==> config.mk <==
export PLATFORM = sky130hd
export DESIGN_NAME = fog_channel_top
export DESIGN_NICKNAME = d
export VERILOG_FILES = /design/src/fog_pkg.sv /design/src/fog_mod_gen.sv /design/src/fog_err_demod.sv /design/src/fog_fir.sv /design/src/fog_step_ctrl.sv /design/src/fog_phase_ramp.sv /design/src/fog_channel_top.sv
export VERILOG_INCLUDE_DIRS = /design/src /design/src/src
export SDC_FILE = /design/constraint.sdc
export NUM_CORES = 2
export LEC_CHECK = 0
export BUFFER_PORTS_ARGS = -buffer_cell sky130_fd_sc_hd__buf_2
export CORE_MARGIN = 8
export CORE_UTILIZATION = 64
export DETAILED_ROUTE_END_ITERATION = 10
export PLACE_DENSITY = 0.81
export SLEW_MARGIN = 15
export SYNTH_ARGS = -nofsm -noshare
export SYNTH_HDL_FRONTEND = slang
export SYNTH_HIERARCHICAL = 1
export SYNTH_SLANG_ARGS = --single-unit
export TNS_END_PERCENT = 30
==> constraint.sdc <==
create_clock -name CLOCK_DAC -period 13.5 [get_ports CLOCK_DAC]
set_input_delay 1.35 -clock CLOCK_DAC [delete_from_list [all_inputs] [get_ports CLOCK_DAC]]
set_output_delay 1.35 -clock CLOCK_DAC [all_outputs]
set_load 0.1 [all_outputs]
==> src/fog_macros.svh <==
`ifndef FOG_MACROS_SVH
`define FOG_MACROS_SVH

// Converter widths
`define FOG_ADC_W 14 // Raw ADC word, offset binary
`define FOG_DAC_W 16 // DAC code

// Error, step, ramp and register word
`define FOG_WORD_W 32

// N32FC2 low-pass
`define FOG_FIR_TAPS 32
`define FOG_FIR_SHIFT 15 // Coefficients sum just under 2^15

// Shortest half period, keeps one error in flight through the FIR
`define FOG_MIN_HALF 40

`endif

==> src/fog_pkg.sv <==
`include "fog_macros.svh"

package fog_pkg;

	// ADC sample as delivered by the converter
	typedef logic [`FOG_ADC_W-1:0] adc_sample_t;

	// DAC code, wraps modulo 2^16
	typedef logic [`FOG_DAC_W-1:0] dac_code_t;

	// Signed loop quantities
	typedef logic signed [`FOG_WORD_W-1:0] fog_word_t; // Error, step, ramp

	// Cycle counts and timing settings
	typedef logic [`FOG_WORD_W-1:0] cnt_t;

	typedef logic [2:0] avg_sel_t; // log2 of samples per half
	typedef logic [4:0] gain_sel_t; // Feedback gain shift

	// FIR sequencer
	typedef enum logic [1:0] {
		FIR_IDLE, // Waiting for a new error
		FIR_MAC, // One tap per cycle
		FIR_DONE // Normalize and strobe
	} fir_state_t;

endpackage

==> src/fog_mod_gen.sv <==
`timescale 1ns/100ps
`include "fog_macros.svh"

module fog_mod_gen (
	input logic CLOCK_DAC,
	input logic locked_0,
	input fog_pkg::cnt_t i_freq_cnt, // Half period in cycles
	output logic o_mod_phase, // 0 high half, 1 low half
	output logic o_half_start // Last cycle of a half
);
	import fog_pkg::*;

	cnt_t half_len; // Clamped half period
	cnt_t remain; // Cycles left in this half, this one included
	cnt_t cnt_q; // Zero means reload

	// Too short a half would overrun the FIR
	assign half_len = (i_freq_cnt < `FOG_MIN_HALF) ? cnt_t'(`FOG_MIN_HALF) : i_freq_cnt;

	// Reload folded into the count, so the first half also lasts half_len
	assign remain = (cnt_q == '0) ? half_len : cnt_q;

	assign o_half_start = (remain == cnt_t'(1)); // One cycle per half

	// Down counter
	always_ff @(posedge CLOCK_DAC or negedge locked_0) begin
		if (!locked_0) begin
			cnt_q <= '0;
		end else begin
			cnt_q <= remain - cnt_t'(1); // Reaches zero after the pulse
		end
	end

	// Bias phase, flips on the edge that closes a half
	always_ff @(posedge CLOCK_DAC or negedge locked_0) begin
		if (!locked_0) begin
			o_mod_phase <= 1'b0; // Start in the high half
		end else if (o_half_start) begin
			o_mod_phase <= ~o_mod_phase;
		end
	end

endmodule

==> src/fog_err_demod.sv <==
`timescale 1ns/100ps
`include "fog_macros.svh"

module fog_err_demod (
	input logic CLOCK_DAC,
	input logic locked_0,
	input fog_pkg::adc_sample_t i_adc, // Offset binary
	input logic i_mod_phase, // 0 high half, 1 low half
	input logic i_half_start, // Last cycle of the half
	input fog_pkg::cnt_t i_wait_cnt, // Settling cycles before the window
	input fog_pkg::avg_sel_t i_avg_sel, // log2 window length
	input logic i_polarity, // Negate the error
	input fog_pkg::fog_word_t i_err_offset,
	output fog_pkg::fog_word_t o_err,
	output logic o_err_valid
);
	import fog_pkg::*;

	logic signed [`FOG_ADC_W-1:0] adc_s; // Two's complement sample
	fog_word_t sample_w; // Sign extended
	cnt_t idx_q; // Cycle within the half
	cnt_t win_end; // First cycle past the window
	logic in_win;
	fog_word_t acc_q; // Running sum of this half
	fog_word_t sum_now; // Sum including the current sample
	fog_word_t high_sum_q; // Latched at the end of the high half
	fog_word_t diff;
	fog_word_t scaled;
	fog_word_t err_next;

	// Offset binary to signed, MSB flip
	assign adc_s = {~i_adc[`FOG_ADC_W-1], i_adc[`FOG_ADC_W-2:0]};
	assign sample_w = adc_s;

	// Averaging window after the settling time
	assign win_end = i_wait_cnt + (cnt_t'(1) << i_avg_sel);
	assign in_win = (idx_q >= i_wait_cnt) && (idx_q < win_end);

	// Window may run up to the last cycle of the half
	assign sum_now = in_win ? acc_q + sample_w : acc_q;

	// High minus low, back to one sample's scale
	assign diff = high_sum_q - sum_now;
	assign scaled = diff >>> i_avg_sel;
	assign err_next = (i_polarity ? -scaled : scaled) + i_err_offset;

	// Cycle index, restarts with each half
	always_ff @(posedge CLOCK_DAC or negedge locked_0) begin
		if (!locked_0) begin
			idx_q <= '0;
		end else if (i_half_start) begin
			idx_q <= '0;
		end else begin
			idx_q <= idx_q + cnt_t'(1);
		end
	end

	// Accumulate, latch per half
	always_ff @(posedge CLOCK_DAC or negedge locked_0) begin
		if (!locked_0) begin
			acc_q <= '0;
			high_sum_q <= '0;
			o_err <= '0;
			o_err_valid <= 1'b0;
		end else begin
			o_err_valid <= 1'b0; // Strobe
			if (i_half_start) begin
				acc_q <= '0; // Fresh sum for the next half
				if (!i_mod_phase) begin
					high_sum_q <= sum_now; // High half done
				end else begin
					o_err <= err_next; // Low half done, one error per period
					o_err_valid <= 1'b1;
				end
			end else begin
				acc_q <= sum_now;
			end
		end
	end

endmodule

==> src/fog_fir.sv <==
`timescale 1ns/100ps
`include "fog_macros.svh"

module fog_fir (
	input logic CLOCK_DAC,
	input logic locked_0,
	input fog_pkg::fog_word_t i_err,
	input logic i_err_valid,
	output fog_pkg::fog_word_t o_err_fir,
	output logic o_fir_valid // 34 cycles after i_err_valid
);
	import fog_pkg::*;

	localparam int ACC_W = `FOG_WORD_W + 16; // Word times 16-bit coefficient
	localparam int TAP_W = $clog2(`FOG_FIR_TAPS);

	// N32FC2, symmetric, sum 32762
	localparam logic signed [15:0] COEF [0:`FOG_FIR_TAPS-1] = '{
		16'sd82, 16'sd102, 16'sd148, 16'sd223, 16'sd330, 16'sd469, 16'sd638, 16'sd832,
		16'sd1042, 16'sd1261, 16'sd1476, 16'sd1678, 16'sd1855, 16'sd1998, 16'sd2098,
		16'sd2149, 16'sd2149, 16'sd2098, 16'sd1998, 16'sd1855, 16'sd1678, 16'sd1476,
		16'sd1261, 16'sd1042, 16'sd832, 16'sd638, 16'sd469, 16'sd330, 16'sd223,
		16'sd148, 16'sd102, 16'sd82
	};

	fir_state_t state_q;
	logic [TAP_W-1:0] tap_q; // Tap being multiplied
	fog_word_t dl_q [0:`FOG_FIR_TAPS-1]; // Index 0 newest
	logic signed [ACC_W-1:0] prod; // Single multiplier
	logic signed [ACC_W-1:0] acc_q;

	assign prod = COEF[tap_q] * dl_q[tap_q];

	always_ff @(posedge CLOCK_DAC or negedge locked_0) begin
		if (!locked_0) begin
			state_q <= FIR_IDLE;
			tap_q <= '0;
			acc_q <= '0;
			o_err_fir <= '0;
			o_fir_valid <= 1'b0;
			for (int i = 0; i < `FOG_FIR_TAPS; i++) begin
				dl_q[i] <= '0; // History starts empty
			end
		end else begin
			o_fir_valid <= 1'b0;
			case (state_q)
				FIR_IDLE: begin
					if (i_err_valid) begin
						for (int i = `FOG_FIR_TAPS-1; i > 0; i--) begin
							dl_q[i] <= dl_q[i-1]; // Age the history
						end
						dl_q[0] <= i_err;
						tap_q <= '0;
						acc_q <= '0;
						state_q <= FIR_MAC;
					end
				end
				FIR_MAC: begin
					acc_q <= acc_q + prod; // 32 cycles
					tap_q <= tap_q + 1'b1;
					if (tap_q == TAP_W'(`FOG_FIR_TAPS-1)) begin
						state_q <= FIR_DONE;
					end
				end
				FIR_DONE: begin
					o_err_fir <= fog_word_t'(acc_q >>> `FOG_FIR_SHIFT); // Unity gain
					o_fir_valid <= 1'b1;
					state_q <= FIR_IDLE;
				end
				default: state_q <= FIR_IDLE;
			endcase
		end
	end

endmodule

==> src/fog_step_ctrl.sv <==
`timescale 1ns/100ps

module fog_step_ctrl (
	input logic CLOCK_DAC,
	input logic locked_0,
	input fog_pkg::fog_word_t i_err_fir, // Filtered rate error
	input logic i_fir_valid,
	input logic i_fb_on, // Closed loop
	input fog_pkg::gain_sel_t i_gain_sel, // Gain as a right shift
	input fog_pkg::fog_word_t i_const_step, // Open-loop step
	output fog_pkg::fog_word_t o_step // Held between strobes
);
	import fog_pkg::*;

	fog_word_t err_scaled; // Loop gain applied
	fog_word_t step_next;

	// Arithmetic shift keeps the sign
	assign err_scaled = i_err_fir >>> i_gain_sel;

	// Integrate when closed, else constant
	assign step_next = i_fb_on ? o_step + err_scaled : i_const_step;

	// Update one cycle after the FIR strobe
	always_ff @(posedge CLOCK_DAC or negedge locked_0) begin
		if (!locked_0) begin
			o_step <= '0;
		end else if (i_fir_valid) begin
			o_step <= step_next;
		end
	end

endmodule

==> src/fog_phase_ramp.sv <==
`timescale 1ns/100ps

module fog_phase_ramp (
	input logic CLOCK_DAC,
	input logic locked_0,
	input fog_pkg::fog_word_t i_step, // Ramp increment per half
	input logic i_half_start,
	input logic i_mod_phase, // 0 high half, 1 low half
	input fog_pkg::fog_word_t i_amp_h, // Bias level, high half
	input fog_pkg::fog_word_t i_amp_l, // Bias level, low half
	output fog_pkg::dac_code_t o_dac
);
	import fog_pkg::*;

	fog_word_t ramp_q; // Serrodyne phase, wraps freely
	dac_code_t amp_code; // Bias of the current half
	dac_code_t dac_next;

	// Only the low bits reach the DAC
	assign amp_code = i_mod_phase ? dac_code_t'(i_amp_l) : dac_code_t'(i_amp_h);
	assign dac_next = dac_code_t'(ramp_q) + amp_code; // Modulo 2^16

	// One step per half, same edge as the phase flip
	always_ff @(posedge CLOCK_DAC or negedge locked_0) begin
		if (!locked_0) begin
			ramp_q <= '0;
		end else if (i_half_start) begin
			ramp_q <= ramp_q + i_step;
		end
	end

	// Registered DAC code, one cycle behind ramp and phase
	always_ff @(posedge CLOCK_DAC or negedge locked_0) begin
		if (!locked_0) begin
			o_dac <= '0;
		end else begin
			o_dac <= dac_next;
		end
	end

endmodule

==> src/fog_channel_top.sv <==
`timescale 1ns/100ps

module fog_channel_top (
	input logic CLOCK_DAC,
	input logic locked_0, // Active low
	input fog_pkg::adc_sample_t i_adc,
	input fog_pkg::cnt_t i_freq_cnt, // Half period
	input fog_pkg::fog_word_t i_amp_h,
	input fog_pkg::fog_word_t i_amp_l,
	input logic i_polarity,
	input fog_pkg::cnt_t i_wait_cnt,
	input fog_pkg::avg_sel_t i_avg_sel,
	input fog_pkg::fog_word_t i_err_offset,
	input fog_pkg::gain_sel_t i_gain_sel_step,
	input fog_pkg::fog_word_t i_const_step,
	input logic i_fb_on,
	output fog_pkg::dac_code_t o_dac,
	output fog_pkg::fog_word_t o_err, // Demodulated error
	output logic o_err_valid,
	output fog_pkg::fog_word_t o_err_fir, // Low-passed error
	output logic o_fir_valid,
	output fog_pkg::fog_word_t o_step // Feedback step
);

	logic mod_phase; // Bias half
	logic half_start; // Loop timing base

	// Input side
	fog_mod_gen u_mod_gen (
		.CLOCK_DAC (CLOCK_DAC),
		.locked_0 (locked_0),
		.i_freq_cnt (i_freq_cnt),
		.o_mod_phase (mod_phase),
		.o_half_start (half_start)
	);

	fog_err_demod u_err_demod (
		.CLOCK_DAC (CLOCK_DAC),
		.locked_0 (locked_0),
		.i_adc (i_adc),
		.i_mod_phase (mod_phase),
		.i_half_start (half_start),
		.i_wait_cnt (i_wait_cnt),
		.i_avg_sel (i_avg_sel),
		.i_polarity (i_polarity),
		.i_err_offset (i_err_offset),
		.o_err (o_err),
		.o_err_valid (o_err_valid)
	);

	// Processing
	fog_fir u_fir (
		.CLOCK_DAC (CLOCK_DAC),
		.locked_0 (locked_0),
		.i_err (o_err),
		.i_err_valid (o_err_valid),
		.o_err_fir (o_err_fir),
		.o_fir_valid (o_fir_valid)
	);

	fog_step_ctrl u_step_ctrl (
		.CLOCK_DAC (CLOCK_DAC),
		.locked_0 (locked_0),
		.i_err_fir (o_err_fir),
		.i_fir_valid (o_fir_valid),
		.i_fb_on (i_fb_on),
		.i_gain_sel (i_gain_sel_step),
		.i_const_step (i_const_step),
		.o_step (o_step)
	);

	// Output side, to the DAC
	fog_phase_ramp u_phase_ramp (
		.CLOCK_DAC (CLOCK_DAC),
		.locked_0 (locked_0),
		.i_step (o_step),
		.i_half_start (half_start),
		.i_mod_phase (mod_phase),
		.i_amp_h (i_amp_h),
		.i_amp_l (i_amp_l),
		.o_dac (o_dac)
	);

endmodule

# --- After elaboration in Yosys (flattened, before gate mapping) ---
# Memories as Yosys holds them, arrays and structs flattened.
# Cells that the tools add are included.
word_totals:
  n_memories: 1
  out_inout_bits: 114
  register_bits: 1354
  rom_bits: 512
mem_list:
  columns: ["memory", "depth", "word_bits", "rd", "rd_clocked_by_memory_dff", "wr", "line", "source"]
  rows:
  - ["(name not given)", 32, 16, 1, 0, 0, "fog_fir.sv:32", "assign prod = COEF[tap_q] * dl_q[tap_q];"]
op_classes:
  shift: 3
  multipliers: 1
  add_sub_neg: 12
  reduce_logical: 9
  eq_ne: 6
  n_mux: 23
  magnitude_cmp: 4
  bitwise_logic: 3
ops:
  columns: ["operator", "n"]
  rows:
  - ["$mux W32", 9]
  - ["$bmux W32 S5", 1]
  - ["$add A32 B32 Y32", 4]
  - ["$pmux W48 S2", 1]
  - ["$add A48 B48 Y48", 1]
  - ["$mul A16 B32 Y48", 1]
  - ["$mux W16", 3]
  - ["$mux W48", 1]
  - ["$add A32 B1 Y32 const B", 1]
  - ["$add A32 B14 Y32", 1]
  - ["$eq A32 B1 Y1 const B", 1]
  - ["$ge A32 B32 Y1", 1]
  - ["$logic_not A32 Y1", 1]
  - ["$lt A32 B32 Y1", 1]
  - ["$lt A32 B6 Y1 const B", 1]
  - ["$neg A32 Y32", 1]
  - ["$shl A1 B3 Y32 const A", 1]
  - ["$sshr A32 B3 Y32", 1]
  - ["$sshr A32 B5 Y32", 1]
  - ["$sub A32 B1 Y32 const B", 1]
  - ["$sub A32 B32 Y32", 1]
  - ["$add A16 B16 Y16", 1]
  - ["$pmux W5 S2", 1]
  - ["$reduce_and A2 Y1", 5]
  - ["other kinds (16)", 20]

# --- Longest topological paths before layout ---
depth:
  word_depth: 10
  mapped_depth: 67

# --- Hierarchy ---
# The synthesis kept the hierarchy.
by_module_without_submodules:
  columns: ["module", "n_inst", "cells_each", "area_per_inst_um2"]
  rows:
  - ["fog_fir", 1, 7065, 65566.6]
  - ["fog_err_demod", 1, 1943, 15507.4]
  - ["fog_step_ctrl", 1, 617, 4737.0]
  - ["fog_phase_ramp", 1, 275, 2655.0]
  - ["fog_mod_gen", 1, 300, 2493.6]

# --- Least setup slack after synthesis ---
# No wires, ideal clock.
synth_timing:
  path_kind: "input port to flip-flop"
  from: "input i_avg_sel[0]"
  to: "register u_err_demod.o_err[31]"
  stages: 65
  setup_ps: 136
  path_buffers: 7
  arrival_time_ps: 13976
  path_slack_ps: -612
  cell_sequence: "clkbuf_1 > inv_2 > clkbuf_1 > clkbuf_1 > buf_1 > nand2_1 > nor2_1 > ha_1 > inv_1 > fa_1 > nor2b_1 > o21ai_0 > a21oi_1 > o21ai_0 > nand2b_1 > a21o_1 > a21o_1 > nand2_1 > (+29 left out) > nand2b_1 > o21ai_0 > xor2_1 > ha_1 > nand2_1 > nor2_1 > nand2_1 > o21ai_0 > a311o_1 > a21o_1 > a21oi_1 > o21ai_0 > nor4_1 > o311ai_0 > xor2_1 > a311o_1 > o41ai_1 > a22oi_1"
synth_via:
  elab_chain_cells: 10
synth_rtl:
  columns: ["element", "line", "source"]
  rows:
  - ["from (decl)", "fog_channel_top.sv:12", "input fog_pkg::avg_sel_t i_avg_sel,"]
  - ["$shl A1 B3 Y32 *", "fog_err_demod.sv:36", "assign win_end = i_wait_cnt + (cnt_t'(1) << i_avg_sel);"]
  - ["$add A32 B32 Y32 *", "fog_err_demod.sv:36", null]
  - ["$lt A32 B32 Y1 *", "fog_err_demod.sv:37", "assign in_win = (idx_q >= i_wait_cnt) && (idx_q < win_end);"]
  - ["$logic_and A1 B1 Y1 *", "fog_err_demod.sv:37", null]
  - ["$mux W32 *", "fog_err_demod.sv:40", "assign sum_now = in_win ? acc_q + sample_w : acc_q;"]
  - ["net u_err_demod.sum_now[0]", "fog_err_demod.sv:25", "fog_word_t sum_now;"]
  - ["$sub A32 B32 Y32 *", "fog_err_demod.sv:43", "assign diff = high_sum_q - sum_now;"]
  - ["$sshr A32 B3 Y32 *", "fog_err_demod.sv:44", "assign scaled = diff >>> i_avg_sel;"]
  - ["$neg A32 Y32", "fog_err_demod.sv:45", "assign err_next = (i_polarity ? -scaled : scaled) + i_err_offset;"]
  - ["$mux W32 *", "fog_err_demod.sv:45", null]
  - ["$add A32 B32 Y32 *", "fog_err_demod.sv:45", null]
  - ["to (signal assigned)", "fog_err_demod.sv:72", "o_err <= err_next;"]
  - ["to (decl)", "fog_err_demod.sv:14", "output fog_pkg::fog_word_t o_err,"]
# Mark *: on every way through the listed nets, which the timed path passes. The rest lies on a longest branch.
# A chain may end at the register's enable or synchronous reset.

# --- Final worst setup path ---
# Ends and elaborated chain as after synthesis.

==> flow_metrics.env <==
export IMPL_dpl_hpwl_mm=162
export IMPL_wl_met2_mm=111
export IMPL_grt_pass1_vias=73200
export IMPL_core_area_um2=141000
export IMPL_start_util=0.644
export IMPL_vias=72400
export IMPL_hp_class="reg -> reg"
export IMPL_worstSetupStartpointType="primary input"
export IMPL_hold_start="u_fir/dl_q[880]$_DFFE_PN0P_"
export IMPL_cts_buffers=144
export IMPL_finalCritPeriodShare=0.939
export IMPL_routed_wl_mm=231
export IMPL_grt_overflow=0
export IMPL_synth_nets=11200
export IMPL_layout_drive_gt1_share=0.117
export IMPL_dr_first_iter_drc_count=6257
export IMPL_port_buffers=299
export IMPL_final_setup_skew_ns=0.0545
export IMPL_finalSetupViolCount=0
export IMPL_period_needed_ns=12.67
export IMPL_dp_cells=12000
export IMPL_pwr_share_comb=0.371
export IMPL_layout_nets=11200
export IMPL_antenna_left=0
export IMPL_ys_async_sr_fraction=1.00
export IMPL_pin_count=332
export IMPL_p_sw_frac=0.368
export IMPL_worstSetupPathType="in -> reg"
export IMPL_m1WireLength_mm=93.4
export IMPL_cts_resized=0
export IMPL_end_kind="flip-flop"
export IMPL_slew_headroom=0.147
export IMPL_ir_drop_mv=0.240
export IMPL_post_synth_num_cell_types=125
export IMPL_p_seq_frac=0.325
export IMPL_clkSlewWorstSetupHoldPaths_ns=0.06
export IMPL_dr_pass1_iters=8
export IMPL_cp_slowest_cell="mux4_2"
export IMPL_ctsHoldBuffers=0
export IMPL_synth_seq_cells=1337
export IMPL_synthesis_area_um2=91000
export IMPL_ys_seq_area_frac=0.368
export IMPL_wl_per_cell_um=18.9
export IMPL_p_leak_uw=0.0502
export IMPL_crit_fanout=5
export IMPL_cap_violations=0
export IMPL_cts_num_sinks=1337
export IMPL_status="finished, final reports clean"
export IMPL_dieHeight_um=393
export IMPL_antenna_found_initial=22
export IMPL_cts_tree="built"
export IMPL_p_switching_uw=4990
export IMPL_gp_congestion=0.957
export IMPL_maxSlewViolCount=0
export IMPL_tightest_slew_ns=1.25
export IMPL_worstSkewPairLatency_ns=0.81
export IMPL_highest_layer="met5"
export IMPL_power_frac_clock=0.304
export IMPL_worst_ep_arrival_time_ns=13.31
export IMPL_rsz0062_at_grt="no"
export IMPL_wl_met3_mm=18.4
export IMPL_yosys_warnings=6
export IMPL_syn_to_final_growth_pct=8.57
export IMPL_drc=0
export IMPL_synth_edf_count=0
export IMPL_crit_top_cell="a21o_1"
export IMPL_dp_slack_ns=-0.0668
export IMPL_post_cts_setup_buffers=0
export IMPL_setup_ws_ns=0.825
export IMPL_die_w_um=393
export IMPL_postSynthCellCount=10200
export IMPL_syn_area_per_cell_um2=8.92
export IMPL_startpoint="i_avg_sel[0]"
export IMPL_clk_path_buf_depth=3
export IMPL_num_rows=138
export IMPL_ys_flop_type="dfrtp_1"
export IMPL_r2r_start="u_err_demod/acc_q[0]$_DFF_PN0_"
export IMPL_hold_viol=0
export IMPL_crit_path_max_incr_delay_ns=0.51
export IMPL_htreeDepth=4
export IMPL_internal_power_uw=8570
export IMPL_grt_usage=0.296
export IMPL_fill_cells=10400
export IMPL_holdWs_ns=0.451
export IMPL_root_buffer="clkbuf_16"
export IMPL_fmax_mhz=78.9
export IMPL_grt_start_max_net_pins=251
export IMPL_grt_pass1_wl_mm=375
export IMPL_p_per_area_nw_per_um2=137
export IMPL_via_per_inst=5.92
export IMPL_design_die_area_um2=154000
export IMPL_fin_cells=12200
export IMPL_critPathRequiredTime_ns=14.13
==> registers in the layout (all words and copies together) (netlist names), 5 cells and up <==
register and count:
u_fir/o_err_fir 32, u_phase_ramp/ramp_q 16, u_fir/acc_q 47, u_err_demod/o_err 32
u_err_demod/high_sum_q 32, u_err_demod/acc_q 32, u_mod_gen/cnt_q 32, u_err_demod/idx_q 32
u_phase_ramp/o_dac 16, u_step_ctrl/o_step 32, u_fir/dl_q 1024, u_fir/tap_q 5
==> worst paths after layout <==
| kind | slack (ns) | cells past startpoint | endpoint |
|---|---|---|---|
| worst max register to register | 2.66 | 41 | u_err_demod/o_err[31]$_DFFE_PN0P_ |
| min in group asynchronous | 0.46 | 1 | u_mod_gen/cnt_q[9]$_DFF_PN0_ |
| worst min-delay path | 0.45 | 2 | u_fir/dl_q[848]$_DFFE_PN0P_ |
| max in group asynchronous | 9.73 | 4 | u_err_demod/acc_q[18]$_DFF_PN0_ |
| worst min register to register | 0.45 | 2 | u_fir/dl_q[848]$_DFFE_PN0P_ |
| worst max-delay path | 0.83 | 60 | u_err_demod/o_err[31]$_DFFE_PN0P_ |
==> final cells by class <==
type	instances	area [µm²]	area share
Antenna cell	14	35.0	0.000355
Clock buffer	202	4160	0.0422
Clock inverter	54	827	0.00837
Inverter	754	2840	0.0287
Multi-Input combinational cell	7572	52600	0.533
Sequential cell	1337	33500	0.339
Tap cell	1890	2360	0.0239
Timing Repair Buffer	407	2420	0.0245
==> stage by stage <==
| step | power (µW) | instance area, µm² | utilization | setup TNS (ns) |
|---|---|---|---|---|
| 3_5_place_dp | 9400 | 93700 | 0.663 | -0.0668 |
| 4_1_cts | 13600 | 98700 | 0.699 | 0 |
| 6_report | 13600 | 98800 | 0.699 | 0 |
| 3_3_place_gp | 9260 | 93700 | 0.663 | 0 |
| 2_1_floorplan | 8220 | 91000 | - | 0 |
| 5_1_grt | 14300 | 98700 | 0.699 | 0 |
==> synth_stat cells (42+ instances only) <==
| master | count | area [µm²] |
|---|---|---|
| nand2_1 | 3631 | 13600 |
| dfrtp_1 | 1337 | 33500 |
| inv_1 | 747 | 2800 |
| nor2_1 | 481 | 1810 |
| fa_1 | 401 | 8030 |
| clkbuf_1 | 399 | 1500 |
| ha_1 | 367 | 4590 |
| mux4_2 | 349 | 7860 |
| a21oi_1 | 330 | 1650 |
| o21ai_0 | 311 | 1560 |
| xnor2_1 | 185 | 1620 |
| xor2_1 | 110 | 963 |
| mux2i_1 | 106 | 1060 |
| nand3_1 | 106 | 531 |
| a21o_1 | 94 | 706 |
| nand2b_1 | 83 | 519 |
| nor3_1 | 77 | 385 |
| nor2b_1 | 76 | 475 |
| mux2_2 | 73 | 822 |
| buf_2 | 70 | 350 |
| buf_1 | 55 | 206 |
| nand4_1 | 51 | 319 |
| a211oi_1 | 44 | 330 |
| or2_2 | 42 | 263 |
==> worst max-delay path: cells and delay by family <==
kind                     cells  cell delay [ns]
buffers and inverters        5             0.44
multiplexers                 3             1.02
XOR/XNOR                     3             0.57
AND/OR/NAND/NOR             15             2.54
AO/OA/AOI/OAI               27             5.54
adder cells (fa/ha/maj)      7             1.86
==> routing by layer <==
layer,global-route usage,vias up
li1,-,33600
met1,0.390,35700
met2,0.489,2656
met3,0.0650,524
met4,0.106,14
met5,0,-
==> logic make-up (layout without fill, tap and decap cells) <==
kind of cell               Yosys count  count (layout)  synth area share
AOI/OAI and AO/OA                 1187            1187            0.0840
xor gates and xnor gates           299             299            0.0292
adders and majority gates          787             787             0.141
buffers and inverters             1291            1417            0.0552
DFF                               1337            1337             0.368
muxes                              536             536             0.109
other                                0              14                 0
and+or+nand+nor                   4763            4763             0.214
==> cells in the final DEF, fill, tap and decap left out, types with 51 or more instances in the layout <==
master	n
ha_1	367
mux2i_1	102
nor2b_1	75
nand2_1	3629
clkbuf_16	146
nand3_1	106
a21oi_1	329
inv_1	746
nor2_1	481
o21ai_0	307
a21o_1	94
mux4_2	349
xor2_1	110
nand2b_1	80
mux2_2	73
dfrtp_1	1333
buf_4	100
xnor2_1	185
buf_2	298
nor3_1	73
nand4_1	51
fa_1	401
==> power by group through the flow <==
stage	Sequential, µW	Combinational (µW)	Clock, µW
after global routing	4420	5480	4350
after floorplan	4590	3640	0
after global placement	4460	4800	0
after CTS	4400	4970	4190
final	4410	5030	4120
after detailed placement	4470	4930	0
(Power assumes the default switching activity.)
